`config.mk`:
```
export PLATFORM = sky130hd
export DESIGN_NAME = rv_core
export DESIGN_NICKNAME = d
export VERILOG_FILES = /design/src/rv_pkg.sv /design/src/exec_wb_if.sv /design/src/dec_exec_if.sv /design/src/rv_core.sv /design/src/writeback.sv /design/src/execute.sv /design/src/fetch_decode.sv
export VERILOG_INCLUDE_DIRS = /design/src
export SDC_FILE = /design/constraint.sdc
export NUM_CORES = 2
export LEC_CHECK = 0
export BUFFER_PORTS_ARGS = -buffer_cell sky130_fd_sc_hd__buf_2
export CAP_MARGIN = 0
export CELL_PAD_IN_SITES_DETAIL_PLACEMENT = 2
export CELL_PAD_IN_SITES_GLOBAL_PLACEMENT = 2
export CORE_MARGIN = 2
export CORE_UTILIZATION = 51
export CTS_BUF_LIST = sky130_fd_sc_hd__clkbuf_16
export DETAILED_ROUTE_END_ITERATION = 16
export PLACE_DENSITY_LB_ADDON = 0.1
export SKIP_CTS_REPAIR_TIMING = 1
export SYNTH_ARGS = -nofsm -noshare
export SYNTH_HDL_FRONTEND = slang
export SYNTH_SLANG_ARGS = --single-unit
```
`constraint.sdc`:
```
create_clock -name clk -period 6.7 [get_ports clk]
set_clock_uncertainty 0.1 [all_clocks]
set_input_delay 1.005 -clock clk [delete_from_list [all_inputs] [get_ports clk]]
set_output_delay 1.005 -clock clk [all_outputs]
set_load 0.01 [all_outputs]
```
`src/rv_defines.svh`:
```
`ifndef RV_DEFINES_SVH
`define RV_DEFINES_SVH

// ********************
// core sizing
// ********************

// data path and address width
`define RV_XLEN 32

// instruction memory, in 32-bit words
`define RV_IMEM_DEPTH 64

`define RV_NREGS 32   // x0..x31

`endif
```
`src/rv_pkg.sv`:
```
`default_nettype none

package rv_pkg;

   // ********************
   // opcodes
   // ********************
   localparam logic [6:0] OPC_OP_IMM = 7'b0010011;
   localparam logic [6:0] OPC_OP     = 7'b0110011;
   localparam logic [6:0] OPC_BRANCH = 7'b1100011;
   localparam logic [6:0] OPC_JAL    = 7'b1101111;

   typedef enum logic [2:0] {
      IDLE   = 3'd0,
      FETCH  = 3'd1,
      DECODE = 3'd2,
      EXEC   = 3'd3,
      WRITE  = 3'd4
   } core_state_t;

   // all flags clear means unsupported
   typedef struct packed {
      logic addi;
      logic add;
      logic beq;
      logic jal;
   } instr_ops_t;

   // ********************
   // instruction formats
   // ********************
   typedef struct packed {
      logic [6:0] funct7;
      logic [4:0] rs2;
      logic [4:0] rs1;
      logic [2:0] funct3;
      logic [4:0] rd;
      logic [6:0] opcode;
   } r_fmt_t;

   typedef struct packed {
      logic [11:0] imm;
      logic [4:0]  rs1;
      logic [2:0]  funct3;
      logic [4:0]  rd;
      logic [6:0]  opcode;
   } i_fmt_t;

   typedef struct packed {
      logic       imm_12;
      logic [5:0] imm_10_5;
      logic [4:0] rs2;
      logic [4:0] rs1;
      logic [2:0] funct3;
      logic [3:0] imm_4_1;
      logic       imm_11;
      logic [6:0] opcode;
   } b_fmt_t;

   typedef struct packed {
      logic       imm_20;
      logic [9:0] imm_10_1;
      logic       imm_11;
      logic [7:0] imm_19_12;
      logic [4:0] rd;
      logic [6:0] opcode;
   } j_fmt_t;

   typedef union packed {
      r_fmt_t r_view;
      i_fmt_t i_view;
      b_fmt_t b_view;
      j_fmt_t j_view;
   } instr_word_t;

endpackage

`default_nettype wire

```
`src/exec_wb_if.sv`:
```
`timescale 1ns/1ps
`default_nettype none
`include "rv_defines.svh"

interface exec_wb_if;
   localparam int RW = $clog2(`RV_NREGS);

   logic                done;               // high during WRITE
   logic [`RV_XLEN-1:0] result;
   logic                reg_write_enabled;
   logic [RW-1:0]       reg_write_dest;
   logic                mem_write_enabled;  // no data memory, stays low
   logic                is_jump_enabled;
   logic [`RV_XLEN-1:0] jump_dest;

   modport source (
      output done, result, reg_write_enabled, reg_write_dest,
      output mem_write_enabled, is_jump_enabled, jump_dest
   );

   // writeback and fetch both listen
   modport sink (
      input done, result, reg_write_enabled, reg_write_dest,
      input mem_write_enabled, is_jump_enabled, jump_dest
   );

endinterface

`default_nettype wire

```
`src/dec_exec_if.sv`:
```
`timescale 1ns/1ps
`default_nettype none
`include "rv_defines.svh"

interface dec_exec_if;
   localparam int RW = $clog2(`RV_NREGS);

   rv_pkg::core_state_t state;
   logic [`RV_XLEN-1:0] pc;
   rv_pkg::instr_ops_t  ops;
   logic [RW-1:0]       rd;
   logic [RW-1:0]       rs1;     // source indices, for forwarding later on
   logic [RW-1:0]       rs2;
   logic [`RV_XLEN-1:0] rs1_v;
   logic [`RV_XLEN-1:0] rs2_v;
   logic [`RV_XLEN-1:0] imm;     // already sign extended

   modport source (
      output state, pc, ops, rd, rs1, rs2, rs1_v, rs2_v, imm
   );

   modport sink (
      input state, pc, ops, rd, rs1, rs2, rs1_v, rs2_v, imm
   );

endinterface

`default_nettype wire

```
`src/rv_core.sv`:
```
`timescale 1ns/1ps
`default_nettype none
`include "rv_defines.svh"

module rv_core (
   input  wire                              clk,
   input  wire                              rst,
   input  wire                              run,
   input  wire                              load_en,
   input  wire [$clog2(`RV_IMEM_DEPTH)-1:0] load_addr,
   input  wire [`RV_XLEN-1:0]               load_data,
   output logic                             retire,
   output logic [`RV_XLEN-1:0]              retire_pc,
   output logic [$clog2(`RV_NREGS)-1:0]     retire_rd,
   output logic [`RV_XLEN-1:0]              retire_value,
   output logic                             retire_we
);
   localparam int RW = $clog2(`RV_NREGS);

   logic [RW-1:0]       rs1_addr;
   logic [RW-1:0]       rs2_addr;
   logic [`RV_XLEN-1:0] rs1_v;
   logic [`RV_XLEN-1:0] rs2_v;

   dec_exec_if dx ();
   exec_wb_if  xw ();

   fetch_decode u_fetch (
      .clk       (clk),
      .rst       (rst),
      .run       (run),
      .load_en   (load_en),
      .load_addr (load_addr),
      .load_data (load_data),
      .rs1_addr  (rs1_addr),
      .rs2_addr  (rs2_addr),
      .rs1_v     (rs1_v),
      .rs2_v     (rs2_v),
      .dx        (dx.source),
      .xw        (xw.sink)
   );

   execute u_exec (
      .clk (clk),
      .rst (rst),
      .dx  (dx.sink),
      .xw  (xw.source)
   );

   writeback u_wb (
      .clk           (clk),
      .rst           (rst),
      .rs1_addr      (rs1_addr),
      .rs2_addr      (rs2_addr),
      .rs1_v         (rs1_v),
      .rs2_v         (rs2_v),
      .xw            (xw.sink),
      .retire_pc     (dx.pc),
      .retire        (retire),
      .retire_pc_out (retire_pc),
      .retire_rd     (retire_rd),
      .retire_value  (retire_value),
      .retire_we     (retire_we)
   );

endmodule

`default_nettype wire

```
`src/writeback.sv`:
```
`timescale 1ns/1ps
`default_nettype none
`include "rv_defines.svh"

module writeback (
   input  wire                          clk,
   input  wire                          rst,
   input  wire [$clog2(`RV_NREGS)-1:0]  rs1_addr,
   input  wire [$clog2(`RV_NREGS)-1:0]  rs2_addr,
   output logic [`RV_XLEN-1:0]          rs1_v,
   output logic [`RV_XLEN-1:0]          rs2_v,
   exec_wb_if.sink                      xw,
   input  wire [`RV_XLEN-1:0]           retire_pc,
   output logic                         retire,
   output logic [`RV_XLEN-1:0]          retire_pc_out,
   output logic [$clog2(`RV_NREGS)-1:0] retire_rd,
   output logic [`RV_XLEN-1:0]          retire_value,
   output logic                         retire_we
);

   logic [`RV_XLEN-1:0] regs [`RV_NREGS];
   logic                wr_en;

   // ********************
   // register file
   // ********************
   assign wr_en = xw.done && xw.reg_write_enabled && (xw.reg_write_dest != '0);

   always_ff @(posedge clk) begin
      if (wr_en) begin
         regs[xw.reg_write_dest] <= xw.result;
      end
   end

   assign rs1_v = (rs1_addr == '0) ? '0 : regs[rs1_addr];   // x0 reads zero
   assign rs2_v = (rs2_addr == '0) ? '0 : regs[rs2_addr];

   // ********************
   // retire report
   // ********************
   always_ff @(posedge clk) begin
      if (rst) begin
         retire    <= 1'b0;
         retire_we <= 1'b0;
      end else begin
         retire    <= xw.done;
         retire_we <= wr_en;
      end
   end

   always_ff @(posedge clk) begin
      if (xw.done) begin
         retire_pc_out <= retire_pc;   // pc still holds the current instruction in WRITE
         retire_rd     <= xw.reg_write_dest;
         retire_value  <= xw.result;
      end
   end

   a_retire_we: assert property (@(posedge clk) disable iff (rst)
      retire_we |-> retire && retire_rd != '0);

endmodule

`default_nettype wire

```
`src/execute.sv`:
```
`timescale 1ns/1ps
`default_nettype none
`include "rv_defines.svh"

module execute (
   input  wire       clk,
   input  wire       rst,
   dec_exec_if.sink  dx,
   exec_wb_if.source xw
);
   localparam int XL = `RV_XLEN;

   logic          exec;
   logic          reg_we_n;
   logic          jump_n;
   logic [XL-1:0] result_n;

   assign exec = (dx.state == rv_pkg::EXEC);

   always_comb begin
      reg_we_n = 1'b0;
      jump_n   = 1'b0;
      result_n = '0;
      if (dx.ops.addi) begin
         reg_we_n = 1'b1;
         result_n = dx.rs1_v + dx.imm;
      end else if (dx.ops.add) begin
         reg_we_n = 1'b1;
         result_n = dx.rs1_v + dx.rs2_v;
      end else if (dx.ops.beq) begin
         jump_n = (dx.rs1_v == dx.rs2_v);
      end else if (dx.ops.jal) begin
         reg_we_n = 1'b1;
         result_n = dx.pc + XL'(4);   // link
         jump_n   = 1'b1;
      end
   end

   always_ff @(posedge clk) begin
      if (rst) begin
         xw.done              <= 1'b0;
         xw.reg_write_enabled <= 1'b0;
         xw.is_jump_enabled   <= 1'b0;
         xw.mem_write_enabled <= 1'b0;
      end else begin
         xw.done              <= exec;
         xw.reg_write_enabled <= exec && reg_we_n;
         xw.is_jump_enabled   <= exec && jump_n;
         xw.mem_write_enabled <= 1'b0;
      end
   end

   always_ff @(posedge clk) begin
      if (exec) begin
         xw.result         <= result_n;
         xw.reg_write_dest <= dx.rd;
         xw.jump_dest      <= dx.pc + dx.imm;   // beq and jal share the target adder
      end
   end

   a_ops_onehot: assert property (@(posedge clk) disable iff (rst)
      exec |-> $onehot0(dx.ops));

   a_no_mem_write: assert property (@(posedge clk) disable iff (rst)
      !xw.mem_write_enabled);

   // x0 operands must arrive as zero from the register file
   a_x0_operand: assert property (@(posedge clk) disable iff (rst)
      exec |-> (dx.rs1 != '0 || dx.rs1_v == '0) && (dx.rs2 != '0 || dx.rs2_v == '0));

endmodule

`default_nettype wire

```
`src/fetch_decode.sv`:
```
`timescale 1ns/1ps
`default_nettype none
`include "rv_defines.svh"

module fetch_decode (
   input  wire                              clk,
   input  wire                              rst,
   input  wire                              run,
   input  wire                              load_en,
   input  wire [$clog2(`RV_IMEM_DEPTH)-1:0] load_addr,
   input  wire [`RV_XLEN-1:0]               load_data,
   output logic [$clog2(`RV_NREGS)-1:0]     rs1_addr,
   output logic [$clog2(`RV_NREGS)-1:0]     rs2_addr,
   input  wire [`RV_XLEN-1:0]               rs1_v,
   input  wire [`RV_XLEN-1:0]               rs2_v,
   dec_exec_if.source                       dx,
   exec_wb_if.sink                          xw
);
   localparam int XL = `RV_XLEN;
   localparam int IW = $clog2(`RV_IMEM_DEPTH);
   localparam int RW = $clog2(`RV_NREGS);

   logic [XL-1:0]       imem [`RV_IMEM_DEPTH];
   rv_pkg::core_state_t state;
   logic [XL-1:0]       pc;
   rv_pkg::instr_word_t ir;
   rv_pkg::instr_ops_t  ops_d;
   logic [RW-1:0]       rd_d;
   logic [XL-1:0]       imm_d;

   always_ff @(posedge clk) begin
      if (load_en) begin
         imem[load_addr] <= load_data;   // only while stopped
      end
   end

   // ********************
   // sequencer and pc
   // ********************
   always_ff @(posedge clk) begin
      if (rst) begin
         state <= rv_pkg::IDLE;
      end else begin
         case (state)
            rv_pkg::IDLE:   if (run) state <= rv_pkg::FETCH;
            rv_pkg::FETCH:  state <= run ? rv_pkg::DECODE : rv_pkg::IDLE;
            rv_pkg::DECODE: state <= rv_pkg::EXEC;
            rv_pkg::EXEC:   state <= rv_pkg::WRITE;
            default:        state <= rv_pkg::FETCH;   // WRITE
         endcase
      end
   end

   always_ff @(posedge clk) begin
      if (rst) begin
         pc <= '0;
      end else if (state == rv_pkg::WRITE) begin
         pc <= xw.is_jump_enabled ? xw.jump_dest : pc + XL'(4);
      end
   end

   always_ff @(posedge clk) begin
      if (state == rv_pkg::FETCH) begin
         ir <= imem[pc[IW+1:2]];   // word addressed
      end
   end

   // ********************
   // decode
   // ********************
   always_comb begin
      ops_d = '0;
      rd_d  = '0;
      imm_d = '0;
      case (ir.r_view.opcode)
         rv_pkg::OPC_OP_IMM: begin
            if (ir.i_view.funct3 == 3'b000) begin
               ops_d.addi = 1'b1;
               rd_d       = ir.i_view.rd;
               imm_d      = {{(XL-12){ir.i_view.imm[11]}}, ir.i_view.imm};
            end
         end
         rv_pkg::OPC_OP: begin
            if (ir.r_view.funct3 == 3'b000 && ir.r_view.funct7 == 7'b0) begin
               ops_d.add = 1'b1;
               rd_d      = ir.r_view.rd;
            end
         end
         rv_pkg::OPC_BRANCH: begin
            if (ir.b_view.funct3 == 3'b000) begin
               ops_d.beq = 1'b1;
               imm_d     = {{(XL-13){ir.b_view.imm_12}}, ir.b_view.imm_12, ir.b_view.imm_11,
                            ir.b_view.imm_10_5, ir.b_view.imm_4_1, 1'b0};
            end
         end
         rv_pkg::OPC_JAL: begin
            ops_d.jal = 1'b1;
            rd_d      = ir.j_view.rd;
            imm_d     = {{(XL-21){ir.j_view.imm_20}}, ir.j_view.imm_20, ir.j_view.imm_19_12,
                         ir.j_view.imm_11, ir.j_view.imm_10_1, 1'b0};
         end
         default: ;   // unsupported, no flag
      endcase
   end

   // register file read is combinational, value captured in DECODE
   assign rs1_addr = ir.r_view.rs1;
   assign rs2_addr = ir.r_view.rs2;

   always_ff @(posedge clk) begin
      if (state == rv_pkg::DECODE) begin
         dx.ops   <= ops_d;
         dx.rd    <= rd_d;
         dx.rs1   <= ir.r_view.rs1;
         dx.rs2   <= ir.r_view.rs2;
         dx.rs1_v <= rs1_v;
         dx.rs2_v <= rs2_v;
         dx.imm   <= imm_d;
      end
   end

   assign dx.state = state;
   assign dx.pc    = pc;

   a_state_legal: assert property (@(posedge clk) disable iff (rst)
      state inside {rv_pkg::IDLE, rv_pkg::FETCH, rv_pkg::DECODE, rv_pkg::EXEC, rv_pkg::WRITE});

   a_load_idle: assert property (@(posedge clk) disable iff (rst)
      load_en |-> state == rv_pkg::IDLE);

endmodule

`default_nettype wire

```
==> impl_results.md, run 1 <==
- Outcome: did not finish
- Synthesized area per cell: 21.6 sq um
- Ys flop type: edfxtp_1
- Yosys warns: 0
- IO buf count: 112
- Die X-Extent: 530 um
- Ys async rst share: 0%
- First Err: [ERROR DPL-0033] detailed placement checks failed during check placement.
- HPWL Detailed: 292000 um
- IO Pins: 113
- Cells after synthesis: 6535
- Count of flip-flops with a built-in enable after synthesis: 3336
- Die Y: 530 um
- Synth cell types: 85
- Register area share after synthesis: 71.6%
- Post-Synthesis Cell Area: 141000 sq um
- Starting Density: 51.2%
- Yosys reg bits: 3376
- Stop stage: 3_5_place_dp
- Final GP Congestion: 0.814
- Num rows: 193
-- cells in the mapped netlist (all sizes together) (10+ instances only) --
cell type     n  area [sq um]
edfxtp     3336        100000
mux4       1256         28300
nor2        257           965
buf         192           988
clkbuf      189           709
a21oi       162           815
nand2       144           541
mux2i       142          1420
o21ai       114           571
ha           94          1180
xnor2        63           552
xor2         48           420
dfxtp        40           801
a22oi        37           278
nand3        37           190
a21o         35           263
a221oi       29           260
nor2b        27           169
nor3         24           120
inv          23          86.3
nand4        22           138
o211ai       22           175
and3         21           131
a211oi       17           143
mux2         17           195
nand2b       16           100
nor4         15           115
a31oi        14           118
nand3b       13          97.6
o21bai       13          97.6
and2         11          70.1
o21a         10          75.1
-- kinds of logic after synthesis --
family	synth area share, %
DFF	71.6
muxes	21.2
and+or+nand+nor	2.07
AOI/OAI and AO/OA	2.33
buffers and inverters	1.26
xor gates and xnor gates	0.689
adders and majority gates	0.876
other	0.00266
-- per-stage QoR --
step | cell area (sq um) | setup WS, ps
floorplan | 141000 | 1650
global placement | 147000 | 1740
==> run 2, diff against run 1 <==
- CELL_PAD_IN_SITES_DETAIL_PLACEMENT: 2 -> not set
- CELL_PAD_IN_SITES_GLOBAL_PLACEMENT: 2 -> not set
- CORE_UTILIZATION: 51 -> 40
- CTS_BUF_LIST: sky130_fd_sc_hd__clkbuf_16 -> not set
- PLACE_DENSITY_LB_ADDON: 0.1 -> 0.15
==> impl_results.md, run 2 <==
- Outcome: completed
- DRT iter0 DRCs: 8070
- Critical Path AT: 4830 ps
- R2R cell count: 7
- Die Area: 357000 sq um
- Maximum VDD drop: 0.216 mV
- Period utilization: 65.5%
- Area share of the largest cell type after synthesis: 71.0% (unchanged)
- Worst path top cell family by delay: multiplexers
- Die X-Extent: 598 um (+13%)
- Relative slew margins: 8.41%
- Antenna-violating nets left: 0
- Critical Path End Type: flip-flop
- Critical path buffers and inverters: 2
- Largest register FFs: 2048
- Max_cap viols: 0
- CTS max path bufs: 4
- Top Registers: u_fetch.imem x2048, u_wb.regs x1024
- Placeable Area: 352000 sq um
- # setup viols final: 0
- Final GP Congestion: 0.858 (+5.4%)
- Yosys reg bits: 3376 (unchanged)
- Pwr/cell area: 276 nW/um^2
- H-tree depth: 5
- Register area share after synthesis: 71.6% (unchanged)
- Placed inst area: 149000 sq um
- HP Class: input port to flip-flop
- First-pass GRT wire length: 578000 um
- Num CTS Buffers: 356
- FF-to-FF Start: u_fetch.dx.pc[2]
- Ys async rst share: 0% (unchanged)
- Critical Path RT: 7140 ps
- Via count: 71.1k
- IO Pins: 113 (unchanged)
- Synthesized area per cell: 21.6 sq um (unchanged)
- WHS Path Cells: 3
- Max-slew violation count: 0
- # DRC: 0
- CP Cell Sequence: buf_12 -> buf_4 -> mux4_2 -> mux4_2 -> mux2_2 -> nand2_1 -> o21ai_1
- CTS Root Cell: clkbuf_16
- CTS Sinks: 3376
- Post-synth top cells: 3336 x edfxtp_1, 1256 x mux4_2, 257 x nor2_1
- Met1 WL: 169000 um
- Initial antenna violation count: 22
- Kind of critical path: flip-flop to flip-flop
- Hold endpoint: u_fetch.dx.state[1]
- Hold Startpoint: run
- Count of flip-flops with a built-in enable after synthesis: 3336 (unchanged)
- Metal2 WL: 210000 um
- Tot GR Track Use: 23.1%
- Total grt overflow: 0
- Num rows: 218 (+13%)
- Clk_lat worst skew: 950 ps
- DR WL/cell: 35.2 um
- Synth top area cells: edfxtp_1 71%, mux4_2 20%, mux2i_1 1.0%
- Post-Synthesis Cell Area: 141000 sq um (unchanged)
- Commonest cells after routing, fill and taps aside: 3336 x edfxtp_1, 1256 x mux4_2, 366 x clkbuf_16, 207 x buf_4, 161 x a21oi_1
- Share of cells above drive strength 1: 31.6%
- RSZ-0062 raised after global routing: no
- Most numerous cell in the Yosys netlist: edfxtp_1
- Vias/cell: 6.02
- Leakage power: 0.0489 uW
- Clock slew at reported path FFs: 60 ps
- Largest net degree at the start of global routing: 134
- Vias in the first global route: 72.7k
- Critical path peak fanout: 75
- Fmax: 228 MHz
- Final min period: 4390 ps
- Slowest-stage cell, CP: dfxtp_4
- Worst reg2reg path endpoint: u_fetch.ir[20]
- Total Wirelength: 416000 um
- Die Y: 598 um (+13%)
- Drt pass-1 iters: 8
- # nets final: 7034
- Top layer in use: met5
- Most used cell, CP: mux4_2
- Crit-path max cell delay: 800 ps
- Worst Max-Slew Pin Slew: 1370 ps
- Layout area overhead: 13.4%
- Starting Density: 40.1% (-11 points)
- Top reg by flops: u_fetch.imem
- CTS tree: yes
- Cells after synthesis: 6535 (unchanged)
- Yosys warns: 0 (unchanged)
- Setup slack, reg-to-reg: 2310 ps
- HPWL Detailed: 234000 um (-20%)
- CP Launch Type: flip-flop
- Hold Fails Final Rpt: 0
- Ys flop type: edfxtp_1
- Setup TNS: 0 ps
- Fill count: 29.5k
- Final core occ: 45.5%
- Final instance area: 160000 sq um
- Dominant cell type by area after synthesis: edfxtp_1
- Synth cell types: 85 (unchanged)
- Most common cell after layout, fill and taps aside: edfxtp_1
- Met3 wire length: 23100 um
- IO buf count: 112 (unchanged)
[run 2: area by class of cell]
type | instances | area (sq um) | area share, %
inverter | 23 | 86.3 | 0.0540
tap | 4620 | 5780 | 3.61
antenna | 11 | 27.5 | 0.0172
sequential | 3376 | 101000 | 63.1
timing repair buffer | 352 | 2760 | 1.72
multi-input combinational | 2786 | 39200 | 24.5
clock buffer | 446 | 9500 | 5.94
clock inverter | 200 | 1650 | 1.03
[run 2: how the worst max path moves through the flow]
stage / from / to / slack (ps) / cells after the start
3_5_place_dp: u_fetch.dx.pc[2] / u_fetch.ir[20] / 2230 / 7
6_report: u_fetch.dx.pc[2] / u_fetch.ir[20] / 2310 / 7
2_1_floorplan: u_fetch.dx.state[0] / u_fetch.dx.imm[0] / 1650 / 2
3_3_place_gp: u_fetch.dx.pc[3] / u_fetch.ir[22] / 1760 / 5
4_1_cts: u_fetch.dx.pc[2] / u_fetch.ir[20] / 2200 / 7
5_1_grt: u_fetch.dx.pc[2] / u_fetch.ir[20] / 2150 / 7
[run 2: routing by layer]
| metal | vias up | global-route usage, % |
|---|---|---|
| met5 | - | 0 |
| met3 | 604 | 2.60 |
| li1 | 28754 | - |
| met4 | 8 | 7.57 |
| met2 | 2614 | 39.2 |
| met1 | 39150 | 31.4 |
[run 2: cell families after synthesis]
| kind of cell | after synthesis | synth area share (%) |
|---|---|---|
| simple gates | 624 | 2.07 |
| compound gates | 507 | 2.33 |
| flops | 3376 | 71.6 |
| fa+ha+maj | 97 | 0.876 |
| other cells | 1 | 0.00266 |
| buf+inv | 404 | 1.26 |
| mux | 1415 | 21.2 |
| xor+xnor | 111 | 0.689 |
[run 2: worst reg2reg max path, stage by stage (launching register included)]
cell and delay (ps):
dfxtp_4 800, buf_12 610, buf_4 510, mux4_2 590, mux4_2 570, mux2_2 340, nand2_1 210, o21ai_1 270
[run 2: report_power, final]
part           internal, uW  switching (uW)
Sequential            23300            95.6
Clock                 11000            8220
Combinational           614             996
Total                 34900            9310
[run 2: stage by stage]
stage / std cells / setup WS, ps / hold slack (ps) / total power [uW]
final: 11814 / 2310 / 314 / 44200
after global routing: 11809 / 2150 / 298 / 45400
after CTS: 11802 / 2200 / 249 / 44500
after detailed placement: 11156 / 2230 / 305 / 25400
after global placement: 11153 / 1760 / 305 / 25400
after floorplan: 6566 / 1650 / 300 / 24700
No activity file was read; power rests on OpenSTA's default activity.
